[src/common/ls_pkg.sv]
package ls_pkg;

    ////////////////////////////////////////////////////////////////////////////
    // Widths

    localparam int ID_W = 6;

    typedef logic [31:0] word_t;

    // Low operation code, same encoding as the RISC-V funct3 field
    typedef enum logic [2:0] {
        LS_B  = 3'b000,
        LS_H  = 3'b001,
        LS_W  = 3'b010,
        LS_BU = 3'b100,
        LS_HU = 3'b101
    } ls_width_t;

    ////////////////////////////////////////////////////////////////////////////
    // Shared records

    // Request from the issue stage
    typedef struct packed {
        ls_width_t         width;
        logic              store;
        word_t             base;
        logic signed [11:0] offset;
        word_t             data;
        logic [ID_W-1:0]   id;
    } ls_issue_t;

    // One request queue entry, store data already lane aligned
    typedef struct packed {
        word_t           addr;
        ls_width_t       width;
        logic            store;
        logic [3:0]      byte_en;
        word_t           data;
        logic [ID_W-1:0] id;
    } ls_entry_t;

    // Load writeback
    typedef struct packed {
        logic [ID_W-1:0] id;
        word_t           result;
    } ls_wb_t;

    // Misalignment fault
    typedef struct packed {
        logic [ID_W-1:0] id;
        word_t           addr;
    } ls_fault_t;

endpackage

[src/design/ls_request_queue.sv]
`timescale 1ns/1ps

module ls_request_queue #(
    parameter int QUEUE_DEPTH = 4
) (
    input  logic              clk,
    input  logic              rst,

    input  logic              push,
    input  ls_pkg::ls_entry_t entry_in,
    input  logic              pop,

    output ls_pkg::ls_entry_t head,
    output logic              not_empty,
    output logic              full
);

    import ls_pkg::*;

    localparam int PTR_W = (QUEUE_DEPTH > 1) ? $clog2(QUEUE_DEPTH) : 1;
    localparam int CNT_W = $clog2(QUEUE_DEPTH + 1);

    ls_entry_t        mem [QUEUE_DEPTH];
    logic [PTR_W-1:0] wr_ptr;
    logic [PTR_W-1:0] rd_ptr;
    logic [CNT_W-1:0] count;

    // First word falls through
    assign head      = mem[rd_ptr];
    assign not_empty = (count != '0);

    // Lookahead full so the request registered in the producer still fits
    assign full = ((CNT_W+1)'(count) + (CNT_W+1)'(push)) >= (CNT_W+1)'(QUEUE_DEPTH);

    always_ff @(posedge clk) begin
        if (push) begin
            mem[wr_ptr] <= entry_in;
        end
    end

    always_ff @(posedge clk) begin
        if (rst) begin
            wr_ptr <= '0;
            rd_ptr <= '0;
            count  <= '0;
        end else begin
            if (push) begin
                wr_ptr <= (wr_ptr == PTR_W'(QUEUE_DEPTH - 1)) ? '0 : wr_ptr + 1'b1;
            end
            if (pop) begin
                rd_ptr <= (rd_ptr == PTR_W'(QUEUE_DEPTH - 1)) ? '0 : rd_ptr + 1'b1;
            end
            count <= count + CNT_W'(push) - CNT_W'(pop);
        end
    end

    ////////////////////////////////////////////////////////////////////////////
    // Checks

    no_overflow: assert property (@(posedge clk) disable iff (rst)
        push |-> (count < CNT_W'(QUEUE_DEPTH)))
        else $error("request queue overflow");

    no_underflow: assert property (@(posedge clk) disable iff (rst)
        pop |-> (count != '0))
        else $error("request queue underflow");

endmodule

[config.mk]
export PLATFORM = sky130hd
export DESIGN_NAME = ls_request_queue
export DESIGN_NICKNAME = d
export VERILOG_FILES = /design/src/common/ls_pkg.sv /design/src/design/ls_request_queue.sv
export SDC_FILE = /design/constraint.sdc
export NUM_CORES = 1
export LEC_CHECK = 0
export BUFFER_PORTS_ARGS = -buffer_cell sky130_fd_sc_hd__buf_2
export CAP_MARGIN = 20
export CORE_MARGIN = 2
export CORE_UTILIZATION = 55
export CTS_BUF_LIST = sky130_fd_sc_hd__clkbuf_4 sky130_fd_sc_hd__clkbuf_8
export DETAILED_ROUTE_END_ITERATION = 10
export PLACE_DENSITY = 0.77
export SLEW_MARGIN = 30
export SYNTH_ARGS = -nofsm -noshare
export SYNTH_HDL_FRONTEND = slang
export SYNTH_SLANG_ARGS = --single-unit
export TNS_END_PERCENT = 5
[constraint.sdc]
create_clock -name clk -period 3.5 [get_ports clk]
set_clock_uncertainty 0.15 [all_clocks]
set_input_delay 0.7 -clock clk [delete_from_list [all_inputs] [get_ports clk]]
set_output_delay 0.7 -clock clk [all_outputs]
set_load 0.01 [all_outputs]
-- Yosys cells after proc, flatten, opt, wreduce, memory -nomap -nowiden
Memory sizes are Yosys's and may differ from the RTL's. A register that Yosys moved wholly into a read port is not among the register bits.
Index checks and enable logic that the tools add are counted.
- register bits: 7
- RAM bits: 312
- input port bits: 82
- output and inout port bits: 80
- word-level logic and storage cells: 19
- memories kept: 1
- add/subtract/negate cells: 5
- magnitude comparators: 1
- equal/unequal tests: 2
- mux-type cells: 6
- reduce and logical (&&, ||, !) cells: 1
- memory list (memory ; depth ; bits a word ; rd ports ; clocked after memory_dff ; write ports ; line ; source):
    mem ; 4 ; 78 ; 1 ; 1 ; 1 ; ls_request_queue.sv:23 ; ls_entry_t mem [QUEUE_DEPTH];
- operators with widths (cell ; count):
    $mux W2 ; 4
    $add A2 B1 Y2 const B ; 2
    $add A3 B1 Y4 ; 1
    $eq A2 B2 Y1 const B ; 2
    $ge A4 B3 Y1 const B ; 1
    $add A3 B1 Y3 ; 1
    $reduce_bool A3 Y1 ; 1
    $sub A3 B1 Y3 ; 1
    $mux W1 ; 2

-- Logic depth before layout (Yosys ltp)
Gate-level depths: netlist of run 1.
- depth after elaboration: 4
- depth in mapped cells: 8
- depth with buffers taken out: 8

-- Worst setup path after synthesis of run 1
No wires, ideal clock.
- path kind: input port to flip-flop
- start point: in push
- end point: mem mem[0][0] in the netlist's numbering (enable)
- setup time: 445 ps
- data arrival time: 2519 ps
- slack: 387 ps
- stages: 1
- path through: and2_1
- longest elaborated chain between the ends: 2
- RTL lines (item ; line ; source):
    start: declaration ; ls_request_queue.sv:9 ; input logic push,
    $mux W1 ; ls_request_queue.sv:36 ; if (push) begin
    $mux W1 (not written as such) ; ls_request_queue.sv:37 ; mem[wr_ptr] <= entry_in;
    end: declaration ; ls_request_queue.sv:23 ;
Every way passes these cells.

==> impl_metrics.toml, run 1 <==
[outcome]
status = "finished, final reports clean"

[worst_hold_path]
hold_class = "primary input to register"

[setup_path]
path_class = "register to primary output"
end_kind = "primary output"
slowest_delay_ns = 0.64
critPathSlowestCell = "dfxtp_4"
cp_cell_sequence = "buf_12, mux4_2, buf_2"
worstPathRequired_ns = 2.65
start_kind = "register"
critPathMaxFanout = 34
critPathArrivalTime_ns = 2.30

[yosys]
synthTopCellsByArea = "edfxtp_1 (80%), mux4_2 (15%), dfxtp_1 (1.5%), ha_1 (0.85%), buf_12 (0.51%)"
seq_area_frac_synth = 0.8131
synth_edf_count = 312
synthArstFlopShare = 0
ys_types = 23
synth_top_area_cell = "edfxtp_1"
yosysTopAreaCellShare = 0.7978
synth-main-ff-cell = "edfxtp_1"
yosys_warnings = 0
synth-seq-cells = 321
syn_avg_cell_area_um2 = 25.81
syn-num-nets = 546
synth_cells = 455
syn-cell-area_um2 = 11740

[cts]
htree_levels = 2
numCtsBuffers = 50
clkTransAtPathRegs_ns = 0.06
ctsResizeCount = 0
cts_hold_repair.buffers = 0
cts.sinks = 321
clk_path_buf_depth = 3
cts_tree = "done"
postCtsSetupBuffers = 0
insertion_delay_ns = 0.54
root_buffer = "clkbuf_8"

[placed_design]
place_hpwl_um = 13000
place_congestion = 0.6972
post-place-ws_ns = 0.8855
io_buffers = 161

[drt]
routed-via-count = 5367
drtAntennaViolNets = 0
drtIter0Drc = 370
wl_per_cell_um = 21.26
firstDrtPassIters = 5
vias_per_cell = 5.465
drc = 0
drt-total-wl_um = 20880

[finish]
nets = 754
drive_above_1_share = 0.4837
fin_util = 0.6641
syn2layout_area_growth_pct = 18.87
fill_cells = 1339
ff_latch_area_um2 = 9557
multi_input_area_um2 = 2034

[global_routing]
grt_overflow = 0
antenna_found_initial = 3
grt_pass1_wl_um = 31860
grt.total_usage = 0.1897
grt_pass1_vias = 5867
grt_max_degree = 57

[floorplan]
core-area_um2 = 21020
design.die.area_um2 = 22540
die_h_um = 150.1
start_util = 0.5587
die_w_um = 150.1
row_count = 53
io_pins = 162

[timing]
layout_min_cycle_time_ns = 3.146
maxSlewHeadroom = 0.5886
worst_pin_slew_ns = 0.6172
rsz0062_at_grt = "false"
slew_viol_final = 0
finalCritPeriodShare = 0.8989
final-setup-viol-count = 0
fin_ws_ns = 0.3538
finalSetupTns_ns = 0
final_hold_viol_count = 0
fmax_mhz = 317.8

[pwr]
p_per_area_nw_per_um2 = 591.2
p_leak_nw = 4.770
irDropWorstVdd_v = 0.0003601

[run]
cap_violations = 0
metrics by stage:
step | power (mW) | cell area, µm² | std cells | hold slack, ns
final | 8.253 | 13960 | 982 | 0.2086
after global routing | 8.586 | 13950 | 980 | 0.1764
after CTS | 8.358 | 13950 | 980 | 0.1639
after detailed placement | 5.270 | 12940 | 886 | 0.3534
after global placement | 5.225 | 12940 | 886 | 0.3302
after floorplan | 4.952 | 11740 | 455 | 0.3185
worst max-delay path: cells and delay by family, from the launching register on:
kind	cells	cell delay [ns]
flops	1	0.64
mux	1	0.57
buf+inv	2	0.49
synthesized netlist by cell type (3+ instances only):
library cell	instances
edfxtp_1	312
mux4_2	78
dfxtp_1	9
ha_1	8
inv_1	6
buf_4	5
clkbuf_1	5
and2_1	4
buf_2	4
nor2_1	4
a21oi_1	3
buf_12	3
area by class of cell:
type / instances / area share
Clock inverter: 23 / 0.01147
Sequential cell: 321 / 0.6846
Antenna cell: 2 / 0.0003585
Timing Repair Buffer: 174 / 0.07009
Multi-Input combinational cell: 110 / 0.1457
Tap cell: 275 / 0.02465
Clock buffer: 71 / 0.06149
Inverter: 6 / 0.001613
logic make-up after synthesis:
kind of cell,after synthesis,synth area share
compound gates,4,0.001918
fa+ha+maj,9,0.01023
xor+xnor,1,0.0007459
simple gates,16,0.008204
flops,321,0.8131
buf+inv,24,0.01449
mux,80,0.1513
final timing paths:
check | startpoint | endpoint | slack, ns | cells after the start
hold reg to reg | rd_ptr[0] | register | 0.36 | 2
setup reg to reg | wr_ptr[0] | mem[3][4] | 1.58 | 3
hold / removal | entry_in[34] | mem[3][34] | 0.21 | 1
setup / recovery | register | head[13] | 0.35 | 3
report_power, final:
group / internal, mW / total, mW / leakage, nW / switching, mW
Clock: 1.74 / 3.08 / 0.531 / 1.34
Combinational: 0.342 / 0.712 / 1.30 / 0.370
Sequential: 4.39 / 4.46 / 2.94 / 0.0726
Total: 6.47 / 8.25 / 4.77 / 1.79
placed cells by master, fill, tap and decap left out, drive strengths merged, types with 4 or more instances in the layout:
cell type  instances
clkbuf            71
edfxtp           312
buf              174
clkinv            17
inv                7
ha                 8
dfxtp              9
mux4              78
nor2               4
and2               4
sequential cells by signal, indices dropped and copies added, names as in the netlist, named ones only:
signal and flops:
mem 312, count 3, rd_ptr 2, wr_ptr 2
metal layers:
| metal | part of all wire | global-route usage | vias to the layer above | routed length (µm) |
|---|---|---|---|---|
| li1 | - | - | 2381 | - |
| met4 | 0.020 | 0.05755 | 2 | 413 |
| met2 | 0.52 | 0.3201 | 204 | 10810 |
| met1 | 0.39 | 0.2460 | 2738 | 8085 |
| met3 | 0.075 | 0.04939 | 42 | 1559 |
| met5 | 0.00062 | 0 | - | 13 |
(Power assumes the default switching activity.)
==> run 2, diff against run 1 <==
==> constraint.sdc (replaced) <==
create_clock -name clk -period 3.5 [get_ports clk]
set_clock_uncertainty 0.15 [all_clocks]
set_input_delay 0.35 -clock clk [delete_from_list [all_inputs] [get_ports clk]]
set_output_delay 0.35 -clock clk [all_outputs]
set_load 0.01 [all_outputs]
==> impl_metrics.toml, run 2 (synthesis gave the netlist of run 1 again) <==
[cts]
cts.sinks = 321
postCtsSetupBuffers = 0
root_buffer = "clkbuf_8"
clkTransAtPathRegs_ns = 0.06
cts_hold_repair.buffers = 79
cts_tree = "done"
numCtsBuffers = 49
htree_levels = 2
insertion_delay_ns = 0.54
clk_path_buf_depth = 3
ctsResizeCount = 0

[setup_path]
slowest_delay_ns = 0.59
worstPathRequired_ns = 3.00
path_class = "register to primary output"
critPathMaxFanout = 18
path_depth = 3
cp_cell_sequence = "buf_4, mux4_2, buf_2"
rr_endpoint = "mem[3][56]"
rr_worst_depth = 3
end_kind = "primary output"
critPathCapture = "head[3]"
critPathSlowestCell = "dfxtp_4"
r2r_slack_ns = 1.52
critPathArrivalTime_ns = 2.22
start_kind = "register"
path_delay_family = "flip-flops"
r2r-start = "wr_ptr[0]"
cp.buffers_inverters = 2

[timing]
final-setup-viol-count = 0
maxSlewHeadroom = 0.6387
fin_ws_ns = 0.7803
final_hold_viol_count = 0
layout_min_cycle_time_ns = 2.720
finalSetupTns_ns = 0
rsz0062_at_grt = "false"
finalCritPeriodShare = 0.7771
slew_viol_final = 0
worst_pin_slew_ns = 0.5420
fmax_mhz = 367.7

[floorplan]
row_count = 53
die_h_um = 150.1
core-area_um2 = 21020
start_util = 0.5587
die_w_um = 150.1
design.die.area_um2 = 22540
io_pins = 162

[finish]
top_regs = "mem x312, count x3"
stdcell_area_um2 = 14580
syn2layout_area_growth_pct = 24.16
largest_reg_flops = 312
fin_util = 0.6936
diodes = 0
nets = 827
layout_common_cells = "edfxtp_1 (312), buf_2 (161), dlygate4sd3_1 (79)"
drive_above_1_share = 0.4288
final_common_cell = "edfxtp_1"
largest_register = "mem"

[placed_design]
io_buffers = 161
post-place-ws_ns = 1.267
place_congestion = 0.6848
dpl-instance-area_um2 = 12900
place_hpwl_um = 12760

[run]
cap_violations = 0

[drt]
drtAntennaViolNets = 0
routed-via-count = 5660
drt-total-wl_um = 21510
drtIter0Drc = 329
wl_per_cell_um = 20.68
firstDrtPassIters = 4
drc = 0
vias_per_cell = 5.442

[global_routing]
grt.total_usage = 0.1947
grt_pass1_wl_um = 32930
grt_pass1_vias = 6125
grt_max_degree = 50
grt_overflow = 0
antenna_found_initial = 0

[pwr]
p_per_area_nw_per_um2 = 553.1
p_leak_nw = 5.021
finalPower_mw = 8.065
irDropWorstVdd_v = 0.0004398

[worst_hold_path]
hold_class = "primary input to register"

[outcome]
status = "finished, final reports clean"
run 2: power by group:
part	internal, mW	switching [mW]	total (mW)
Clock	1.55	1.28	2.82
Combinational	0.395	0.387	0.783
Sequential	4.39	0.0694	4.46
run 2: worst min path at each step:
| stage | slack, ns | start | end | cells after the start |
|---|---|---|---|---|
| finish | 0.04 | pop | rd_ptr[1] | 3 |
| global route | 0.03 | pop | register | 3 |
| CTS | 0.003 | pop | rd_ptr[1] | 3 |
| detailed placement | 0.36 | rd_ptr[0] | register | 2 |
| global placement | 0.32 | rd_ptr[0] | register | 2 |
| floorplan | 0.27 | rst | count[1] | 1 |
run 2: cell type report:
cell class / instances / area, µm²
inverter: 6 / 22.52
fill: 1243 / 6440
timing repair buffer: 248 / 1732
tap: 275 / 344.1
multi-input combinational: 110 / 2034
sequential: 321 / 9557
clock inverter: 14 / 90.09
clock buffer: 66 / 802.0
run 2: stage by stage:
step | std cells | hold slack (ns)
finish | 1040 | 0.04138
CTS | 1040 | 0.002691
global route | 1040 | 0.03081
floorplan | 455 | 0.2667
detailed placement | 881 | 0.3592
global placement | 881 | 0.3239
run 2: per-layer routing:
metal  routed length, µm  track usage
met1                8519       0.2532
met4                 337      0.05236
met5                   0            0
met2               11360       0.3358
met3                1293      0.04455
run 2: tightest hold or removal path: stages:
cell and delay, ns:
buf_2 0.15, mux2i_1 0.09, nor2_1 0.10
