==> src/common/ls_pkg.sv <==
package ls_pkg;

    ////////////////////////////////////////////////////////////////////////////
    // Widths

    localparam int ID_W = 6;

    typedef logic [31:0] word_t;

    // Low operation code, same encoding as the RISC-V funct3 field
    typedef enum logic [2:0] {
        LS_B  = 3'b000,
        LS_H  = 3'b001,
        LS_W  = 3'b010,
        LS_BU = 3'b100,
        LS_HU = 3'b101
    } ls_width_t;

    ////////////////////////////////////////////////////////////////////////////
    // Shared records

    // Request from the issue stage
    typedef struct packed {
        ls_width_t         width;
        logic              store;
        word_t             base;
        logic signed [11:0] offset;
        word_t             data;
        logic [ID_W-1:0]   id;
    } ls_issue_t;

    // One request queue entry, store data already lane aligned
    typedef struct packed {
        word_t           addr;
        ls_width_t       width;
        logic            store;
        logic [3:0]      byte_en;
        word_t           data;
        logic [ID_W-1:0] id;
    } ls_entry_t;

    // Load writeback
    typedef struct packed {
        logic [ID_W-1:0] id;
        word_t           result;
    } ls_wb_t;

    // Misalignment fault
    typedef struct packed {
        logic [ID_W-1:0] id;
        word_t           addr;
    } ls_fault_t;

endpackage

==> src/design/ls_address_gen.sv <==
`timescale 1ns/1ps

module ls_address_gen (
    input  logic              clk,
    input  logic              rst,

    input  logic              issue_valid,
    input  ls_pkg::ls_issue_t issue,
    input  logic              full,

    output logic              push,
    output ls_pkg::ls_entry_t entry,

    output logic              fault_valid,
    output ls_pkg::ls_fault_t fault
);

    import ls_pkg::*;

    logic       accept;
    word_t      addr;
    logic       misaligned;
    logic [3:0] byte_en;
    word_t      lane_data;

    assign accept = issue_valid & ~full;

    // Base plus sign-extended 12-bit offset
    assign addr = issue.base + {{20{issue.offset[11]}}, issue.offset};

    ////////////////////////////////////////////////////////////////////////////
    // Alignment and byte lanes

    always_comb begin
        case (issue.width)
            LS_H, LS_HU: misaligned = addr[0];
            LS_W:        misaligned = |addr[1:0];
            default:     misaligned = 1'b0;
        endcase
    end

    always_comb begin
        case (issue.width)
            LS_B, LS_BU: begin
                byte_en   = 4'b0001 << addr[1:0];
                lane_data = {4{issue.data[7:0]}};
            end
            LS_H, LS_HU: begin
                byte_en   = addr[1] ? 4'b1100 : 4'b0011;
                lane_data = {2{issue.data[15:0]}};
            end
            default: begin
                byte_en   = 4'b1111;
                lane_data = issue.data;
            end
        endcase
    end

    ////////////////////////////////////////////////////////////////////////////
    // Output register

    always_ff @(posedge clk) begin
        if (rst) begin
            push        <= 1'b0;
            fault_valid <= 1'b0;
        end else begin
            push        <= accept & ~misaligned;
            fault_valid <= accept & misaligned;
        end
    end

    // Payload only
    always_ff @(posedge clk) begin
        if (accept) begin
            entry.addr    <= addr;
            entry.width   <= issue.width;
            entry.store   <= issue.store;
            entry.byte_en <= byte_en;
            entry.data    <= lane_data;
            entry.id      <= issue.id;
            fault.id      <= issue.id;
            fault.addr    <= addr;
        end
    end

    // A request refused while full stays on the bus until the queue has room
    hold_while_full: assert property (@(posedge clk) disable iff (rst)
        issue_valid && full |=> issue_valid && $stable(issue))
        else $error("request withdrawn while the queue was full");

endmodule

==> config.mk <==
export PLATFORM = sky130hd
export DESIGN_NAME = ls_address_gen
export DESIGN_NICKNAME = d
export VERILOG_FILES = /design/src/common/ls_pkg.sv /design/src/design/ls_address_gen.sv
export SDC_FILE = /design/constraint.sdc
export NUM_CORES = 1
export LEC_CHECK = 0
export ABC_AREA = 1
export BUFFER_PORTS_ARGS = -buffer_cell sky130_fd_sc_hd__buf_2
export CAP_MARGIN = 40
export CORE_ASPECT_RATIO = 1.2
export CORE_MARGIN = 2
export CORE_UTILIZATION = 50
export CTS_BUF_LIST = sky130_fd_sc_hd__clkbuf_4 sky130_fd_sc_hd__clkbuf_8
export DETAILED_ROUTE_END_ITERATION = 10
export PLACE_DENSITY_LB_ADDON = 0.08
export SYNTH_ARGS = -nofsm -noshare
export SYNTH_HDL_FRONTEND = slang
export SYNTH_SLANG_ARGS = --single-unit
==> constraint.sdc <==
create_clock -name clk -period 5.9 [get_ports clk]
set_input_delay 0.295 -clock clk [delete_from_list [all_inputs] [get_ports clk]]
set_output_delay 0.295 -clock clk [all_outputs]
set_load 0.05 [all_outputs]
Word-level counts from Yosys, hierarchy flattened --
Index checks and enable logic that the tools add are counted.
Storage, ports and cells: register bits 80, input port bits 90, output and inout port bits 118, logic and storage cells 27
Cells by class: add/subtract/negate cells 1, equal/unequal tests 4, shift-type cells 1, multiplexer cells 4, bitwise logic cells 5, reduce and logical (&&, ||, !) cells 4
Operators by type and width (count):
- $pmux 32 s2 | 1
- $add 32x32->32 | 1
- $pmux 4 s2 | 1
- $eq 3x3->1 const B | 2
- $reduce_or 2->1 | 3
- $mux 4 | 1
- $shl 1x2->4 const A | 1
- $and 1x1->1 | 3
- $eq 3x1->1 const B | 1
- $eq 3x2->1 const B | 1
- $logic_not 3->1 | 1
- $not 1->1 | 2
- $pmux 1 s2 | 1

Longest topological paths before layout --
Gate-level depths: netlist of run 1.
word-level depth 5, depth in mapped cells 12, depth with buffers taken out 12

Worst setup path before layout of run 1 --
Ideal clock, no wire load.
path type input-to-reg, start point input port issue_valid, end point register entry[10] (netlist name), enable pin, setup time 0.518 ns, data arrival time 3.632 ns, required time 5.382 ns, setup slack 1.750 ns, stages on the path 2, buffers on the path 0, path through inv_1 -> nor2_1
On the way: longest elaborated chain between the ends 1
RTL lines:
- start: declaration | line ls_address_gen.sv:7 | input logic issue_valid,
- $and 1x1->1 | line ls_address_gen.sv:26 | assign accept = issue_valid & ~full;
- via accept | line ls_address_gen.sv:20 | logic accept;
- end: declaration | line ls_address_gen.sv:12 | output ls_pkg::ls_entry_t entry,
The timed path passes the listed nets, and every way through them passes these cells. A chain may end at the register's enable or synchronous reset.

Worst setup path after layout of run 1 --
start point input port issue[49] (netlist name), end point register fault[22] (netlist name), data pin
On the way: longest elaborated chain between the ends 1
RTL lines:
- start: declaration | line ls_address_gen.sv:8 | input ls_pkg::ls_issue_t issue,
- $add 32x32->32 | line ls_address_gen.sv:29 | assign addr = issue.base + {{20{issue.offset[11]}}, issue.offset};
- via addr[22] | line ls_address_gen.sv:21 | word_t addr;
- end: declaration | line ls_address_gen.sv:15 | output ls_pkg::ls_fault_t fault
The timed path passes the listed nets, and every way through them passes these cells.

==> results of run 1 <==
per-layer routing:
| layer | up-vias | global-route usage (%) |
|---|---|---|
| met5 | - | 0 |
| met3 | 25 | 4.81 |
| met1 | 2160 | 26.6 |
| li1 | 2533 | - |
| met4 | 0 | 8.82 |
| met2 | 203 | 41.4 |
logic make-up after synthesis:
group | synth area share [%]
and+or+nand+nor | 29.4
buffers and inverters | 13.7
DFF | 43.0
AOI/OAI and AO/OA | 4.02
adders and majority gates | 7.36
xor gates and xnor gates | 2.53
cells in the mapped netlist (all sizes together):
library cell	instances
a21oi	20
xor2	15
a21o	1
xnor2	1
clkinv	1
edfxtp	78
inv	120
buf	40
dfxtp	2
nand4	4
ha	31
clkbuf	3
nand3	33
o21bai	2
nor2	46
nand2	289
nor3	6
o211ai	1
fa	1
o21ai	14
power breakdown:
group	internal, mW	switching, mW
Combinational	0.163	0.484
Clock	0.202	0.221
Sequential	0.688	0.0187
Total	1.05	0.723
registers in the layout, indices dropped and copies added (netlist names):
signal and cells:
entry 40, fault_valid 1, push 1, fault 38
path summary, 6_finish.rpt:
check	end	slack (ps)	depth (start not counted)
setup / recovery	fault[22]$_DFFE_PP_	4050	12
hold / removal	fault[37]$_DFFE_PP_	110	1
critical path, stage by stage:
cell	delay [ps]
buf_2	360
ha_1	380
nand2_2	120
inv_2	50
nand2_2	90
inv_2	70
a21oi_1	200
nand2_2	120
nand2_1	100
nand2_1	60
nand2_1	50
nand2_1	50
through the flow:
step,cells,utilization [%],hold slack [ps],power (mW)
detailed placement,1006,59.3,474,1.36
global placement,1005,59.0,471,1.36
CTS,1022,61.1,93.9,1.78
global route,1022,61.1,84.5,1.86
finish,1022,61.1,113,1.78
floorplan,708,-,394,1.24
layout make-up:
type	instances	area (µm²)	share of cell area (%)
timing repair buffer	209	1070	16.0
inverter	121	454	6.80
sequential	80	2380	35.7
clock buffer	10	131	1.97
clock inverter	6	67.6	1.01
tap	132	165	2.47
multi-input combinational	464	2410	36.1
==> results_dict.tcl, run 1 <==
set metrics [dict create \
    status "completed" \
    core_um2 10900 \
    critPathLaunch "issue[49]" \
    grt_max_degree 65 \
    highest_layer "met4" \
    dieWidth_um 100 \
    vias 4921 \
    grt_use_total_pct 23.1 \
    drive_gt1_share_pct 32.4 \
    cts_setup_buffers 0 \
    synth_nets 830 \
    final.min_clock_period_ps 1850 \
    powerDensity_nw_per_um2 266 \
    critPathCaptureType "flip-flop" \
    synth_seq_cells 80 \
    ctsResizeCount 0 \
    grt_pass1_vias 4821 \
    cts.htree.levels 3 \
    final.period_utilization_pct 31.4 \
    placed_area_um2 6480 \
    yosys_warnings 0 \
    place_hpwl_um 10900 \
    portBuffers 207 \
    firstDrtPassIters 5 \
    syn_avg_cell_area_um2 7.83 \
    drt_iter0_drc 205 \
    ys_seq_area_share_pct 43.0 \
    io_pins 208 \
    fill_cells 955 \
    fp.dieH_um 119 \
    rows 42 \
    final_area_um2 6680 \
    fin_ws_ps 4050 \
    cts_inserted_buffers 9 \
    setup_tns_ps 0 \
    layout_commonest_cell "nand2_1" \
    ir_drop_uv 117 \
    via_per_inst 4.82 \
    timing.slew.headroom_pct 55.5 \
    mostFrequentLayoutCells "nand2_1, buf_2, inv_1" \
    synthTopCellsByArea "edfxtp_1, nand2_1, inv_1" \
    yosysTopAreaCell "edfxtp_1" \
    wl_um 13900 \
    clkTransAtPathRegs_ps 90 \
    drc 0 \
    critPathArrivalTime_ps 1970 \
    cap_viol_max_count 0 \
    start_kind "primary input" \
    fmax_mhz 540 \
    cts_hold_buf 0 \
    n_antenna_cell 0 \
    syn_inst 708 \
    clockBufferDepth 2 \
    syn-cell-area_um2 5540 \
    antenna_found_initial 0 \
    numClockSinks 80 \
    min_from "issue[5]" \
    grt_pass1_wl_um 21700 \
    fin_nets 1007 \
    cts_tree "yes" \
    syn_to_final_growth_pct 20.5 \
    met3WireLength_um 911 \
    place_ws_ps 3710 \
    grt_overflow_total 0 \
    synth.distinct_cells 30 \
    min_path_type "primary input to flip-flop" \
    worstMarginPinSlew_ps 666 \
    path_max_fanout 21 \
    rsz0062_at_grt "no" \
    final_antenna_net_count 0 \
    drv_slew 0 \
    worstPathRequired_ps 6020 \
    hold_viol 0 \
    cts-root-buf "clkbuf_8" \
    p_leak_nw 3.63 \
    avgRoutedWirePerCell_um 13.6 \
    met2_length_um 6820 \
    critical_path_class "primary input to flip-flop" \
    place_congestion 0.951 \
    setup_viol 0 \
    start_util_pct 50.7 \
    yosysTopAreaCellShare_pct 42.3 \
    dieArea_um2 11900 \
    wl_met1_um 5830 \
]
No activity file was read; power rests on OpenSTA's default activity.
==> run 2, diff against run 1 <==
- ABC_AREA: 1 -> 0
- clock period: 5.9 -> 1.9 ns (I/O delays scaled with it)
==> results_dict.tcl, run 2 <==
set metrics [dict create \
    synthTopCellsByArea "edfxtp_1, ha_1, buf_4" \
    violations "negative setup slack" \
    clkPwrFrac_pct 21.5 \
    cts_inserted_buffers 9 \
    fin_nets 807 \
    fill_cells 687 \
    placed_area_um2 6360 \
    ys_seq_area_share_pct 49.3 \
    cts-root-buf "clkbuf_8" \
    synth_edf_count 78 \
    drc 0 \
    synth-main-ff-cell "edfxtp_1" \
    yosys_warnings 0 \
    grt_max_degree 44 \
    final_antenna_net_count 0 \
    cts_tree "yes" \
    largest_register_ff_count 40 \
    status "complete, but fails checks" \
    p_comb_share_pct 39.7 \
    place_ws_ps -526 \
    critPathArrivalTime_ps 2050 \
    io_pins 208 \
    synth_seq_cells 80 \
    grt_pass1_vias 4053 \
    yosysTopAreaCell "edfxtp_1" \
    syn-cell-area_um2 4840 \
    dieWidth_um 93.8 \
    firstDrtPassIters 4 \
    min_path_type "primary input to flip-flop" \
    grt_pass1_wl_um 19200 \
    synthTopCellsByCount "edfxtp_1, buf_4, ha_1" \
    clockBufferDepth 2 \
    rsz0062_at_grt "yes" \
    worstPathRequired_ps 2000 \
    intPower_mw 3.54 \
    grt_overflow_total 0 \
    portBuffers 207 \
    synth_most_common_cell "edfxtp_1" \
    clkTransAtPathRegs_ps 80 \
    grt_use_total_pct 23.1 \
    fp.dieH_um 112 \
    avgRoutedWirePerCell_um 15.0 \
    swShare_pct 37.9 \
    top_register "entry" \
    reg_top3 "entry (40), fault (38)" \
    n_antenna_cell 0 \
    place_hpwl_um 9410 \
    core_um2 9470 \
    synth.distinct_cells 54 \
    dieArea_um2 10500 \
    via_per_inst 5.08 \
    final_area_um2 6910 \
    cap_viol_max_count 0 \
    p_leak_nw 3.18 \
    synth_nets 537 \
    async_reset_ff_share_pct 0 \
    drt_iter0_drc 162 \
    powerDensity_nw_per_um2 823 \
    fmax_mhz 511 \
    layout_commonest_cell "buf_2" \
    critical_path_class "primary input to flip-flop" \
    hold_viol 0 \
    syn_avg_cell_area_um2 11.7 \
    rows 39 \
    antenna_found_initial 0 \
    net-switching-power_mw 2.15 \
    final.period_utilization_pct 103 \
    drv_slew 0 \
    wl_um 12200 \
    ir_drop_uv 355 \
    start_util_pct 51.1 \
    utilization_pct 73.0 \
    mostFrequentLayoutCells "buf_2, buf_4, edfxtp_1" \
    syn_to_final_growth_pct 43.0 \
    place_congestion 0.892 \
    vias 4130 \
    path_max_fanout 3 \
    power_mw 5.69 \
    numClockSinks 80 \
    setup_viol 3 \
    timing.slew.headroom_pct 61.9 \
    yosysTopAreaCellShare_pct 48.4 \
    critPathCaptureType "flip-flop" \
    cts.htree.levels 3 \
    pwr-share-seq_pct 38.8 \
    final.min_clock_period_ps 1960 \
    start_kind "primary input" \
    syn_inst 415 \
    drive_gt1_share_pct 53.6 \
    worstMarginPinSlew_ps 571 \
    fin_ws_ps -56.3 \
]
run 2: changes by cell type in the layout (fill, tap and decap cells not counted), moves of 22 or more:
cell and delta:
nor2_1 -22, buf_4 +83, nand2_2 -22, nand2_1 -235, inv_1 -101, nand3_1 -23
run 2: per-stage QoR:
step,hold WS (ps),TNS [ps],std cells
floorplan,194,-1430,415
global placement,272,-6810,774
detailed placement,274,-7090,774
CTS,5.38,-84.9,808
global route,30.1,-661,813
finish,32.0,-130,813
run 2: what timing repair did:
| action | CTS | global route |
|---|---|---|
| gates resized for setup | 8 | 21 |
| setup endpoints to repair | 9 | 13 |
| buffers inserted | 2 | 5 |
| pin swaps | 5 | 12 |
| hold endpoints to repair | 16 | 0 |
| hold buffers | 16 | 0 |
run 2: worst paths after layout:
check,startpoint,endpoint,slack (ps),cells after the start
worst min-delay path,issue[31],entry[31]$_DFFE_PP_,30,3
worst max-delay path,issue[38],fault[24]$_DFFE_PP_,-60,10
run 2: cells by family (layout without fill, tap and decap cells):
logic type,after synthesis,in the layout,share of synthesized area (%)
buf+inv,57,332,7.55
xor+xnor,31,31,5.61
mux,24,24,5.38
simple gates,89,89,9.06
flops,80,80,49.3
fa+ha+maj,32,32,8.43
compound gates,102,102,14.7
run 2: worst max-delay path: stages:
cell,delay (ps)
buf_6,100
ha_4,160
fa_2,350
a21o_1,190
a221oi_2,300
o311ai_2,130
a21o_1,220
o31ai_4,250
o21ai_2,110
xor2_1,150
run 2: cell type report:
type / instances / area [µm²] / share of cell area [%]
clock inverter: 7 / 70.1 / 1.01
inverter: 7 / 26.3 / 0.380
multi-input combinational: 278 / 2290 / 33.1
sequential: 80 / 2380 / 34.5
timing repair buffer: 309 / 1870 / 27.1
tap: 123 / 154 / 2.23
clock buffer: 9 / 124 / 1.79
run 2: power by group through the flow:
stage / logic (mW) / registers, mW / clock network, mW
after floorplan: 1.05 / 2.77 / 0
after global placement: 2.13 / 2.24 / 0
after detailed placement: 2.15 / 2.25 / 0
after CTS: 2.20 / 2.21 / 1.26
after global routing: 2.40 / 2.22 / 1.32
final: 2.26 / 2.21 / 1.22
run 2: per-layer routing:
layer | GRT usage (%) | vias up | share of wire [%]
met2 | 40.8 | 148 | 52
met3 | 3.52 | 15 | 5.9
li1 | - | 2046 | -
met5 | 0 | - | 0
met1 | 28.3 | 1921 | 40
met4 | 8.70 | 0 | 1.6
==> run 3, diff against run 2 <==
- PLACE_DENSITY: default -> 0.9
- PLACE_DENSITY_LB_ADDON: 0.08 -> default
==> results_dict.tcl, run 3 (same netlist as run 2, synthesis figures left out) <==
set metrics [dict create \
    drive_gt1_share_pct 54.9 \
    critical_path_class "primary input to flip-flop" \
    top_register "entry" \
    min_path_type "primary input to flip-flop" \
    critPathArrivalTime_ps 2120 \
    path_max_fanout 3 \
    grt_overflow_total 0 \
    final_antenna_net_count 0 \
    cts-root-buf "clkbuf_8" \
    vias 4342 \
    drv_slew 0 \
    multi_input_area_um2 2340 \
    grt_pass1_wl_um 20300 \
    clkPwrFrac_pct 23.0 \
    antenna_found_initial 0 \
    hold_viol 0 \
    clockBufferDepth 2 \
    avgRoutedWirePerCell_um 16.5 \
    n_antenna_cell 0 \
    fin_ws_ps -127 \
    fp.dieH_um 112 \
    swShare_pct 37.2 \
    intPower_mw 3.71 \
    critPathCaptureType "flip-flop" \
    final.min_clock_period_ps 2030 \
    clkTransAtPathRegs_ps 90 \
    place_hpwl_um 10200 \
    dieArea_um2 10500 \
    dp_cells 790 \
    net-switching-power_mw 2.20 \
    powerDensity_nw_per_um2 829 \
    p_leak_nw 3.26 \
    drc 0 \
    pwr-share-seq_pct 37.5 \
    highest_layer "met4" \
    core_um2 9470 \
    violations "negative setup slack" \
    io_pins 208 \
    dieWidth_um 93.8 \
    reg_top3 "entry (40), fault (38)" \
    cap_viol_max_count 0 \
    status "complete, but fails checks" \
    grt_max_degree 80 \
    fmax_mhz 493 \
    firstDrtPassIters 4 \
    ff_latch_area_um2 2380 \
    worstMarginPinSlew_ps 413 \
    fill_cells 615 \
    fin_nets 824 \
    ir_drop_uv 450 \
    place_ws_ps -602 \
    setup_viol 9 \
    p_comb_share_pct 39.6 \
    start_kind "primary input" \
    rsz0062_at_grt "yes" \
    final.period_utilization_pct 107 \
    portBuffers 207 \
    grt_use_total_pct 25.0 \
    met2_length_um 7430 \
    wl_um 13700 \
    timing.slew.headroom_pct 72.5 \
    grt_pass1_vias 4276 \
    drt_iter0_drc 231 \
    cts.htree.levels 3 \
    place_congestion 0.876 \
    via_per_inst 5.23 \
    start_util_pct 51.1 \
    cts_tree "yes" \
    rows 39 \
    wl_met1_um 5170 \
    worstPathRequired_ps 1990 \
    setup_tns_ps -573 \
    numClockSinks 80 \
    mostFrequentLayoutCells "buf_2, buf_4, edfxtp_1" \
    power_mw 5.91 \
    largest_register_ff_count 40 \
    cts_inserted_buffers 9 \
    final_cells 830 \
    met3WireLength_um 703 \
    syn_to_final_growth_pct 47.4 \
    layout_commonest_cell "buf_2" \
]
==> run 3: cell count changes in the layout (fill, tap and decap cells not counted), sizes merged <==
cell,delta
bufinv,+1
clkinv,-3
clkinvlp,+1
clkbuf,+1
buf,+16
inv,+1
==> run 3: path summary, 6_finish.rpt <==
check	start	to	cells past startpoint
worst max-delay path	issue[50]	fault[20]$_DFFE_PP_	10
worst min-delay path	rst	push$_SDFF_PP0_	3
==> run 3: routing by layer <==
metal	vias to the layer above	track usage, %
li1	2081	-
met1	2053	28.5
met2	173	46.0
met3	35	3.52
met4	0	10.0
met5	-	0
==> run 3: per-stage QoR <==
step	instance area, µm²	hold WS [ps]	utilization, %
after floorplan	4900	194	-
after detailed placement	6480	275	68.5
after global routing	7130	25.5	75.3
after CTS	6960	12.8	73.6
final	7130	26.1	75.3
after global placement	6480	272	68.5
==> run 3: area by class of cell <==
type	instances	area share (%)
clock buffer	9	1.74
clock inverter	7	1.32
inverter	7	0.369
multi-input combinational	278	32.8
sequential	80	33.4
tap	123	2.16
timing repair buffer	326	28.2
==> run 3: worst max-delay path: stages <==
cell	delay (ps)
buf_6	100
ha_4	150
fa_2	330
a21o_1	210
a221oi_4	320
o311ai_2	130
a21o_1	220
o31ai_4	300
o31ai_2	90
xor2_1	160
==> run 3: what timing repair did <==
| item | 4_1_cts | 5_1_grt |
|---|---|---|
| setup buffers | 5 | 3 |
| hold buffers | 16 | 0 |
| endpoints found under the hold margin | 16 | 0 |
| resized for setup | 11 | 23 |
| setup endpoints to repair | 10 | 14 |
| pin swaps | 14 | 18 |
==> run 3: power groups by stage <==
stage / Sequential (mW) / Clock (mW) / Combinational (mW)
global route: 2.23 / 1.44 / 2.47
finish: 2.22 / 1.36 / 2.34
floorplan: 2.77 / 0 / 1.05
detailed placement: 2.25 / 0 / 2.19
global placement: 2.24 / 0 / 2.15
CTS: 2.21 / 1.37 / 2.26
